==> config.mk <==
export PLATFORM = sky130hd
export DESIGN_NAME = tcm_bank_flat
export DESIGN_NICKNAME = d
export VERILOG_FILES = /design/src/tcm_pkg.sv /design/src/bank_if.sv /design/src/tcm_bank.sv /design/src/flat_wrapper.sv
export SDC_FILE = /design/constraint.sdc
export NUM_CORES = 2
export LEC_CHECK = 0
export ABC_AREA = 1
export ABC_CLOCK_PERIOD_IN_PS = 3400
export BUFFER_PORTS_ARGS = -buffer_cell sky130_fd_sc_hd__buf_2
export CAP_MARGIN = 20
export CORE_UTILIZATION = 55
export DETAILED_ROUTE_END_ITERATION = 12
export PLACE_DENSITY_LB_ADDON = 0.25
export SYNTH_ARGS = -nofsm -noshare
export SYNTH_HDL_FRONTEND = slang
export SYNTH_SLANG_ARGS = --single-unit
==> constraint.sdc <==
create_clock -name CLK -period 3.4 [get_ports CLK]
set_input_delay 0.51 -clock CLK [delete_from_list [all_inputs] [get_ports CLK]]
set_output_delay 0.51 -clock CLK [all_outputs]
set_load 0.02 [all_outputs]
==> src/tcm_pkg.sv <==
package tcm_pkg;

   typedef logic [31:0] word_t;   // One bank word or core data value
   typedef logic [3:0]  bmask_t;  // Byte lanes of one bank word
   typedef logic [2:0]  rot_t;    // Byte offset in the two-word window

   // Access size of a core load or store
   typedef enum logic [1:0] {
      size_byte = 2'd0,
      size_half = 2'd1,
      size_word = 2'd2
   } size_t;

   localparam int WORD_BYTES = 4;               // Bytes per bank word
   localparam int WIN_BYTES  = 2 * WORD_BYTES;  // Even plus odd word

   // Low-aligned lanes touched by an access of the given size
   function automatic bmask_t size_bmask(input size_t sz);
      bmask_t m;
      case (sz)
         size_byte: m = 4'b0001;
         size_half: m = 4'b0011;
         size_word: m = 4'b1111;
         default:   m = 4'b0000;  // Illegal code touches nothing
      endcase
      return m;
   endfunction

endpackage

==> src/bank_if.sv <==
`timescale 1ns/1ps

// One RAM bank port: index, strobes, write data, registered read data
interface bank_if #(
   parameter int BANK_AW = 6
);

   logic [BANK_AW-1:0] idx;   // Word index inside the bank
   logic               re;    // Read strobe
   tcm_pkg::bmask_t    we;    // Byte write lanes
   tcm_pkg::word_t     din;   // Write data, already rotated
   tcm_pkg::word_t     dout;  // Registered read word

   // Splitter side
   modport split (output idx, output re, output we, output din);

   // RAM side
   modport bank (input idx, input re, input we, input din, output dout);

   // Merge side only needs the read word
   modport merge (input dout);

endinterface

==> src/tcm_bank.sv <==
`timescale 1ns/1ps

module tcm_bank #(
   parameter int BANK_AW = 6
) (
   input  logic CLK,
   input  logic rst_n,
   bank_if.bank port
);

   localparam int DEPTH = 1 << BANK_AW;  // Words per bank

   tcm_pkg::word_t mem [0:DEPTH-1];      // Storage, no reset

   // Registered read, held while re is low
   always_ff @(posedge CLK or negedge rst_n)
   begin
      if (!rst_n)
      begin
         port.dout <= '0;
      end
      else if (port.re)
      begin
         port.dout <= mem[port.idx];
      end
   end

   // Byte lanes written independently
   always_ff @(posedge CLK)
   begin
      for (int b = 0; b < tcm_pkg::WORD_BYTES; b++)
      begin
         if (port.we[b])
         begin
            mem[port.idx][b*8 +: 8] <= port.din[b*8 +: 8];
         end
      end
   end

   // Splitter must hand over a clean index on every access
   a_idx_known: assert property (@(posedge CLK) disable iff (!rst_n)
      (port.re || (|port.we)) |-> !$isunknown(port.idx))
      else $error("tcm_bank: unknown index on access");

endmodule

==> src/flat_wrapper.sv <==
// flat-port wrapper written by rule: the top's interface ports become plain ports
module tcm_bank_flat 
#(
   parameter int BANK_AW = 6
)
  (CLK, rst_n, port_idx, port_re, port_we, port_din, port_dout);
  bank_if #(.BANK_AW(BANK_AW)) port_i ();
  input  logic CLK;
  input  logic rst_n;
  input wire logic [$bits(port_i.idx)-1:0] port_idx;
  input wire logic [$bits(port_i.re)-1:0] port_re;
  input wire logic [$bits(port_i.we)-1:0] port_we;
  input wire logic [$bits(port_i.din)-1:0] port_din;
  output wire logic [$bits(port_i.dout)-1:0] port_dout;
  assign port_i.idx = port_idx;
  assign port_i.re = port_re;
  assign port_i.we = port_we;
  assign port_i.din = port_din;
  assign port_dout = port_i.dout;
  tcm_bank #(.BANK_AW(BANK_AW)) u_core (.CLK(CLK), .rst_n(rst_n), .port(port_i));
endmodule
==> impl_metrics.py <==
metrics = {
    "cts": {
        "cts_setup_buffers": 0,
        "clock_path_buffers": 3,
        "cts-buffers-inserted": 201,
        "cts.sinks": 2080,
        "path_clk_slew_ns": 0.06,
        "insertion_delay_ns": 0.87,
        "cts_tree": "yes",
        "h-tree-depth": 4,
        "cts_root_buffer": "clkbuf_16",
    },
    "die": {
        "die_area_sq_um": 162000,
        "die_y_um": 403,
        "core_sq_um": 159000,
        "die_w_um": 403,
        "std_cell_rows": 146,
        "start_util": 0.556,
        "ioPinCount": 77,
    },
    "pwr": {
        "pwr-share-seq": 0.520,
        "internal_power_mw": 42.3,
        "power_switching_mw": 12.7,
        "powerDensity_nw_per_um2": 551,
        "power_switching_share": 0.230,
        "vdd_drop_max_uv": 431,
        "power.leakage_nw": 42.7,
        "p_comb_frac": 0.065,
        "pwr-share-clk": 0.415,
    },
    "flow_run": {
        "maxCapViolCount": 0,
    },
    "timing": {
        "hold_violations": 0,
        "relSlewSlack": 0.245,
        "drv_slew": 0,
        "period_share": 0.712,
        "grt_setup_unrepaired": "no",
        "clock_skew_ns": 0.0272,
        "min_period_ns": 2.42,
        "fin_setup_tns_ns": 0,
        "tightest_slew_ns": 1.13,
        "finalSetupViolations": 0,
        "fmaxAchievable_mhz": 413,
    },
    "synth": {
        "ys_seq_elements": 2080,
        "synth-warning-count": 0,
        "synth_cell_types": 21,
        "syn_avg_cell_area_sq_um": 9.97,
        "synthCells": 8856,
        "synth_sequential_area_ratio": 0.705,
        "syn_area_sq_um": 88300,
        "syn-num-nets": 8901,
    },
    "hold_path": {
        "min_path_cells": 1,
        "holdCritStartpoint": "port_din[19]",
        "hold_end": "u_core.mem[58][19]",
        "min_path_type": "in -> reg",
    },
    "route": {
        "viasPerCell": 5.52,
        "drtIter0Drc": 7844,
        "ant_nets": 0,
        "wl_mm": 253,
        "drc": 0,
        "wl_per_cell_um": 22.2,
        "first_pass_iters": 8,
        "vias": 62800,
    },
    "critical_path": {
        "path_max_fanout": 19,
        "cp.arrival_ns": 2.91,
        "end_kind": "register",
        "critPathKind": "in -> reg",
        "worstPathRequired_ns": 3.89,
        "critPathLaunchType": "input pin",
        "reg2reg_depth": 12,
        "critPathLaunch": "port_idx[4]",
        "worstReg2RegEnd": "u_core.port.dout[23]",
        "r2r_setup_slack_ns": 1.61,
        "regToRegStartpoint": "u_core.mem[3][23]",
    },
    "global_routing": {
        "grt_max_degree": 166,
        "gr-total-overflow": 0,
        "antenna_found_initial": 24,
        "grt_pass1_vias": 59100,
        "grt_pass1_wl_mm": 373,
        "grt_usage": 0.311,
    },
    "layout": {
        "finalInstanceArea_sq_um": 99800,
        "syn_to_final_growth_pct": 13.1,
        "fin_util": 0.628,
        "layout.nets": 9150,
        "post_route_cells_drive_above_1_share": 0.0933,
    },
    "outcome": {
        "status": "finished, final reports clean",
    },
    "placement": {
        "dpl_cell_area_sq_um": 92900,
        "hpwl_mm": 153,
        "port_buffers": 76,
        "routabilityCongestion": 0.900,
    },
}
[power groups by stage]
| stage | logic, mW | clock network (mW) | registers (mW) |
|---|---|---|---|
| global route | 3.93 | 23.9 | 28.6 |
| floorplan | 1.94 | 0 | 29.1 |
| finish | 3.59 | 22.8 | 28.6 |
| CTS | 3.55 | 23.0 | 28.6 |
| global placement | 3.48 | 0 | 29.1 |
| detailed placement | 3.53 | 0 | 29.1 |
[repair_timing]
item	4_1_cts	5_1_grt
endpoints found under the hold margin	18	0
hold buffers	1	0
gates resized for setup	0	0
[worst max-delay path, stage by stage]
cell	delay [ns]
buf_2	0.19
inv_1	0.14
nor3_2	0.32
buf_4	0.37
nand2_1	0.56
nor2_1	0.80
[metal layers]
layer	share of wire	vias up	track usage	wire length, um
li1	-	29000	-	-
met1	0.39	29700	0.427	97900
met2	0.45	3471	0.471	114000
met3	0.11	575	0.0765	28600
met4	0.047	16	0.141	11900
met5	0.00041	-	0	103
[sequential cells by signal, summed over array words and instances (netlist names)]
name / count
u_core.mem: 2048
u_core.port.dout: 32
[cells in the mapped netlist, drive strengths merged]
master | count | area share
or2 | 34 | 0.0024
clkbuf | 213 | 0.0091
nor2 | 339 | 0.015
o211ai | 4 | 0.00034
o21ai | 5 | 0.00028
nor3 | 8 | 0.00045
a21boi | 4 | 0.00034
nand2 | 5785 | 0.25
dfrtp | 32 | 0.0091
a21oi | 4 | 0.00023
nand3 | 40 | 0.0023
inv | 95 | 0.0040
buf | 245 | 0.015
edfxtp | 2048 | 0.70
[metrics by stage]
stage	std cells	setup slack [ns]	power (mW)	hold slack (ns)
4_1_cts	11400	1.03	55.1	0.0757
2_1_floorplan	8856	1.11	31.0	0.214
3_5_place_dp	11000	0.263	32.6	0.612
5_1_grt	11400	0.992	56.4	0.0926
6_report	11400	0.980	55.0	0.114
3_3_place_gp	11000	0.316	32.6	0.622
[cells by family after synthesis]
| kind of cell | after synthesis | share of synthesized area |
|---|---|---|
| AO/OA/AOI/OAI | 17 | 0.00119 |
| AND/OR/NAND/NOR | 6206 | 0.266 |
| buffers and inverters | 553 | 0.0276 |
| flip-flops | 2080 | 0.705 |
[worst max path at each step]
stage,to,depth (start not counted)
final,u_core.mem[58][12],6
after floorplan,u_core.mem[56][10],8
after CTS,port_dout[8],1
after detailed placement,u_core.mem[59][25],6
after global placement,u_core.mem[59][27],6
after global routing,port_dout[8],1
[area by class of cell]
class	count	area [sq um]
tap	2072	2590
inverter	95	379
fill	12300	59100
multi-input combinational	6223	23600
antenna	14	35.0
sequential	2080	62300
timing repair buffer	504	4110
clock buffer	270	5540
clock inverter	110	1260
[layout by cell type (no fill, tap or decap), types with 3 or more instances in the layout]
cell / count
clkbuf_1: 45
buf_12: 37
inv_8: 3
a21oi_1: 4
clkinvlp_4: 6
diode_2: 14
nand3_1: 40
or2_2: 33
o211ai_1: 4
clkinv_16: 5
nand2_1: 5785
buf_2: 73
inv_1: 87
clkbuf_16: 202
buf_4: 388
dfrtp_1: 32
clkbuf_8: 23
buf_8: 3
edfxtp_1: 2048
bufinv_16: 20
inv_16: 4
a21boi_1: 3
nor2_1: 329
nor2_2: 10
inv_2: 5
nor3_2: 8
clkinv_2: 38
clkinv_8: 4
clkinv_1: 31
o21ai_1: 5
Power figures use the tool's default switching activity.
