==> src/tcm_pkg.sv <==
package tcm_pkg;

   typedef logic [31:0] word_t;   // One bank word or core data value
   typedef logic [3:0]  bmask_t;  // Byte lanes of one bank word
   typedef logic [2:0]  rot_t;    // Byte offset in the two-word window

   // Access size of a core load or store
   typedef enum logic [1:0] {
      size_byte = 2'd0,
      size_half = 2'd1,
      size_word = 2'd2
   } size_t;

   localparam int WORD_BYTES = 4;               // Bytes per bank word
   localparam int WIN_BYTES  = 2 * WORD_BYTES;  // Even plus odd word

   // Low-aligned lanes touched by an access of the given size
   function automatic bmask_t size_bmask(input size_t sz);
      bmask_t m;
      case (sz)
         size_byte: m = 4'b0001;
         size_half: m = 4'b0011;
         size_word: m = 4'b1111;
         default:   m = 4'b0000;  // Illegal code touches nothing
      endcase
      return m;
   endfunction

endpackage

==> src/bank_if.sv <==
`timescale 1ns/1ps

// One RAM bank port: index, strobes, write data, registered read data
interface bank_if #(
   parameter int BANK_AW = 6
);

   logic [BANK_AW-1:0] idx;   // Word index inside the bank
   logic               re;    // Read strobe
   tcm_pkg::bmask_t    we;    // Byte write lanes
   tcm_pkg::word_t     din;   // Write data, already rotated
   tcm_pkg::word_t     dout;  // Registered read word

   // Splitter side
   modport split (output idx, output re, output we, output din);

   // RAM side
   modport bank (input idx, input re, input we, input din, output dout);

   // Merge side only needs the read word
   modport merge (input dout);

endinterface

==> src/tcm_merge.sv <==
`timescale 1ns/1ps

module tcm_merge #(
   parameter int BANK_AW = 6
) (
   input  logic               CLK,
   input  logic               rst_n,
   input  logic [BANK_AW+2:0] addr,
   input  tcm_pkg::size_t     size,
   input  logic               req_rd,
   bank_if.merge              even,
   bank_if.merge              odd,
   output tcm_pkg::word_t     rdata,
   output logic               rvalid
);

   localparam int WIN_W = tcm_pkg::WIN_BYTES * 8;

   tcm_pkg::rot_t    rot_q;        // Offset of the load in its first word
   logic             first_odd_q;  // First word came from the odd bank
   tcm_pkg::size_t   size_q;
   logic [WIN_W-1:0] win;          // First word low, second word high
   logic [WIN_W-1:0] win_rot;
   tcm_pkg::bmask_t  keep;         // Bytes the size lets through

   // Shape of the load, captured with the bank read
   always_ff @(posedge CLK or negedge rst_n)
   begin
      if (!rst_n)
      begin
         rvalid      <= 1'b0;
         rot_q       <= '0;
         first_odd_q <= 1'b0;
         size_q      <= tcm_pkg::size_byte;
      end
      else
      begin
         rvalid <= req_rd;  // One pulse per load
         if (req_rd)
         begin
            rot_q       <= {1'b0, addr[1:0]};
            first_odd_q <= addr[2];  // Low bit of the word address
            size_q      <= size;
         end
      end
   end

   // Put the words in access order, then bring the addressed byte to lane 0
   assign win     = first_odd_q ? {even.dout, odd.dout} : {odd.dout, even.dout};
   assign win_rot = win >> {rot_q, 3'b000};
   assign keep    = tcm_pkg::size_bmask(size_q);

   // Zero extension of narrow loads
   always_comb
   begin
      for (int b = 0; b < tcm_pkg::WORD_BYTES; b++)
      begin
         rdata[b*8 +: 8] = keep[b] ? win_rot[b*8 +: 8] : 8'h00;
      end
   end

   // Offset, bank order and size latched on a load must be clean
   a_shape_known: assert property (@(posedge CLK) disable iff (!rst_n)
      req_rd |-> !$isunknown({addr[2:0], size}))
      else $error("tcm_merge: unknown offset or size on load");

endmodule

==> src/flat_wrapper.sv <==
// flat-port wrapper written by rule: the top's interface ports become plain ports
module tcm_merge_flat 
#(
   parameter int BANK_AW = 6
)
  (CLK, rst_n, addr, size, req_rd, rdata, rvalid, even_dout, odd_dout);
  bank_if #(.BANK_AW(BANK_AW)) even_i ();
  bank_if #(.BANK_AW(BANK_AW)) odd_i ();
  input  logic CLK;
  input  logic rst_n;
  input  logic [BANK_AW+2:0] addr;
  input  tcm_pkg::size_t size;
  input  logic req_rd;
  output tcm_pkg::word_t rdata;
  output logic rvalid;
  input wire logic [$bits(even_i.dout)-1:0] even_dout;
  input wire logic [$bits(odd_i.dout)-1:0] odd_dout;
  assign even_i.dout = even_dout;
  assign odd_i.dout = odd_dout;
  tcm_merge #(.BANK_AW(BANK_AW)) u_core (.CLK(CLK), .rst_n(rst_n), .addr(addr), .size(size), .req_rd(req_rd), .even(even_i), .odd(odd_i), .rdata(rdata), .rvalid(rvalid));
endmodule
==> config.mk <==
export PLATFORM = sky130hd
export DESIGN_NAME = tcm_merge_flat
export DESIGN_NICKNAME = d
export VERILOG_FILES = /design/src/tcm_pkg.sv /design/src/bank_if.sv /design/src/tcm_merge.sv /design/src/flat_wrapper.sv
export SDC_FILE = /design/constraint.sdc
export NUM_CORES = 1
export LEC_CHECK = 0
export BUFFER_PORTS_ARGS = -buffer_cell sky130_fd_sc_hd__buf_4
export CORE_MARGIN = 2
export CORE_UTILIZATION = 49
export CTS_BUF_LIST = sky130_fd_sc_hd__clkbuf_2
export CTS_CLUSTER_DIAMETER = 150
export CTS_CLUSTER_SIZE = 20
export DETAILED_ROUTE_END_ITERATION = 7
export PLACE_DENSITY_LB_ADDON = 0.3
export REMOVE_ABC_BUFFERS = 1
export SYNTH_ARGS = -nofsm -noshare
export SYNTH_HDL_FRONTEND = slang
export SYNTH_SLANG_ARGS = --single-unit
==> constraint.sdc <==
create_clock -name CLK -period 3.8 [get_ports CLK]
set_input_delay 0.19 -clock CLK [delete_from_list [all_inputs] [get_ports CLK]]
set_output_delay 0.19 -clock CLK [all_outputs]
set_load 0.05 [all_outputs]
==> results.txt <==
Global Route Usage Sum: 25.9%
fmax: 0.374 GHz
Lkg Pwr: 1.24 nW
Yosys cell types: 29
Die Span Y: 64.6 um
Slew Viols, Final: 0
Setup crit start: u_core.rot_q[1]
Sw Share: 55.3%
Fillers: 331
first-pass GRT wire length: 8760 um
critical hold path startpoint: req_rd
total power: 0.815 mW
Residual DRC: 0
via count: 2,138
DR vias/cell: 6.23
metal3 WL: 438 um
Setup Viol. Count Final: 0
first-pass iteration count of the detailed router: 5
Comb power frac: 82.4%
Hold Crit Depth: 1
clock sink count: 6
Syn Inst Count: 203
pwr dens: 320 nW/um2
register area share after synthesis: 8.35%
Rel. slew slack: 44.8%
Buffers on Ports: 104
DR top layer: met4
Flop pwr share: 10.9%
max_cap viols: 0
Clock Latency Late Sink: 0.22 ns
Tcrit/Tclk final: 70.4%
post-CTS setup buffers: 0
critical path class: register to primary output
met1 WL: 2200 um
hold endpoint: u_core.rvalid
CP endpoint kind: primary output
Post-Syn Area: 1800 um2
Final Skew: 0 ns
DIE WIDTH: 64.6 um
CTS tree: built
CTS root buf: clkbuf_2
area grow syn2layout: 41.7%
htree depth: 1
vias in the first global route: 1,980
GPL Wtd Cong: 0.861
drt total wl: 5730 um
Int Power: 0.364 mW
Final ANT Viol Nets: 0
layout cells sized above 1: 48.8%
yosys warns: 0
worst reg2reg startpoint: u_core.rot_q[1]
Final Hold Slack: 0.131 ns
worst min path class: primary input to register
Post-Place Cells: 338
DIE AREA: 4170 um2
CTS Hold Bufs: 1
Post-Layout Cell Count: 343
number of antenna violations at the first check in global routing: 0
Yosys reg bits: 6
RSZ-0062 raised after global routing: no
syn avg cell area: 8.86 um2
I/O Pins: 111
Worst-path clk slew: 0.08 ns
switching component of the power: 0.450 mW
R2R Setup Slk: 2.68 ns
Final TNS setup: 0 ns
Row Count: 22
CP max FO: 26
core area: 3610 um2
Final Hold Vio Count: 0
total grt overflow: 0
fin util: 70.6%
Multi-input gate area: 1490 um2
Net count, final: 376
CP Launch Type: register
Req. time, crit path: 3.61 ns
largest net degree at the start of global routing: 27
clock share of power: 6.7%
r2r endpoint: u_core.rot_q[1]
routed len/inst: 16.7 um
Least-Margin Pin Slew: 0.828 ns
Initial Utilization: 49.9%
CTS resizes: 0
Worst Reg2Reg Path Length in Cells: 1
hpwl dp: 4300 um
FF/Latch Area: 151 um2
met2 WL post-DR: 3000 um
Worst Path Arrival: 2.49 ns
Period minus WS final: 2.68 ns
maximum vdd ir drop: 299 uV
run status: finished, final reports clean
Num CTS Buffers: 3
Initial DRC Count: 147
ANT cells: 0
worst-case clock buffer depth: 2
power by group through the flow:
stage | logic [mW] | clock network (mW) | registers (mW)
6_report | 0.671 | 0.0545 | 0.0887
5_1_grt | 0.706 | 0.0602 | 0.0908
3_3_place_gp | 0.661 | 0 | 0.0888
4_1_cts | 0.669 | 0.0567 | 0.0884
2_1_floorplan | 0.445 | 0 | 0.101
3_5_place_dp | 0.666 | 0 | 0.0894
cell type report:
cell class / instances / share of cell area (%)
multi-input cells: 174 / 58.4
repair buffers: 109 / 32.2
flip-flops and latches: 6 / 5.94
well taps: 48 / 2.36
clock buffers: 4 / 0.786
inverters: 2 / 0.295
worst max-delay path by stage:
| stage | endpoint | slack (ns) | cells past startpoint |
|---|---|---|---|
| after floorplan | rdata[16] | -0.03 | 3 |
| after global placement | rdata[31] | 1.44 | 5 |
| after detailed placement | rdata[31] | 1.42 | 5 |
| after CTS | rdata[31] | 1.13 | 5 |
| after global routing | rdata[29] | 0.99 | 5 |
| final | rdata[31] | 1.12 | 5 |
cells by family after synthesis:
| group | Yosys count | share of synthesized area (%) |
|---|---|---|
| AO/OA/AOI/OAI | 71 | 30.9 |
| multiplexers | 69 | 41.8 |
| AND/OR/NAND/NOR | 32 | 8.70 |
| buffers and inverters | 23 | 8.91 |
| flip-flops | 6 | 8.35 |
| adder cells (fa/ha/maj) | 2 | 1.39 |
placed cells by master, fill, tap and decap left out:
cell / count
dlygate4sd3_1: 1
and3_1: 8
or2_2: 1
dfrtp_2: 1
dfrtp_1: 5
o2bb2a_1: 8
and2b_1: 1
a21oi_1: 1
nor2b_1: 1
a22oi_1: 8
nand2_1: 2
nor2_1: 16
a22o_1: 7
mux4_2: 2
inv_1: 2
a221o_1: 15
nand2b_1: 2
buf_4: 108
mux2i_1: 39
ha_1: 2
a211oi_1: 8
clkbuf_2: 4
mux2_2: 28
o21ai_0: 9
o22ai_1: 15
and2_1: 1
critical path, stage by stage, from the launching register on:
cell      delay (ns)
dfrtp_2         0.79
buf_4           0.42
mux2_2          0.39
o2bb2a_1        0.29
and3_1          0.17
buf_4           0.18
synthesized netlist by cell type:
library cell / instances / area, um2
and3_1: 8 / 50.1
clkbuf_1: 3 / 11.3
dfrtp_1: 6 / 150
or2_2: 1 / 6.26
buf_2: 7 / 35.0
o21ai_0: 9 / 45.0
nor2_1: 16 / 60.1
buf_12: 1 / 20.0
mux2i_1: 39 / 390
a211oi_1: 8 / 60.1
buf_6: 4 / 45.0
and2b_1: 1 / 7.51
a221o_1: 15 / 150
buf_1: 3 / 11.3
mux2_2: 28 / 315
o2bb2a_1: 8 / 80.1
ha_1: 2 / 25.0
a22oi_1: 8 / 60.1
buf_8: 1 / 15.0
nor2b_1: 1 / 6.26
inv_1: 2 / 7.51
buf_4: 2 / 15.0
nand2b_1: 2 / 12.5
nand2_1: 2 / 7.51
o22ai_1: 15 / 93.8
a22o_1: 7 / 61.3
and2_1: 1 / 6.26
a21oi_1: 1 / 5.00
mux4_2: 2 / 45.0
per-stage QoR:
stage | setup WS (ns) | area [um2]
4_1_cts | 1.13 | 2550
3_5_place_dp | 1.42 | 2520
6_report | 1.12 | 2550
3_3_place_gp | 1.44 | 2520
2_1_floorplan | -0.0314 | 1650
5_1_grt | 0.994 | 2550
registers in the layout, summed over array words and instances (netlist names):
register            flops
u_core.rot_q            2
u_core.size_q           2
u_core.first_odd_q      1
u_core.rvalid           1
layer usage:
layer  GRT usage, %  up-vias
li1               -     1009
met1           30.9     1008
met2           47.5      112
met3           3.13        9
met4           9.04        0
met5              0        -
(Power assumes the default switching activity.)
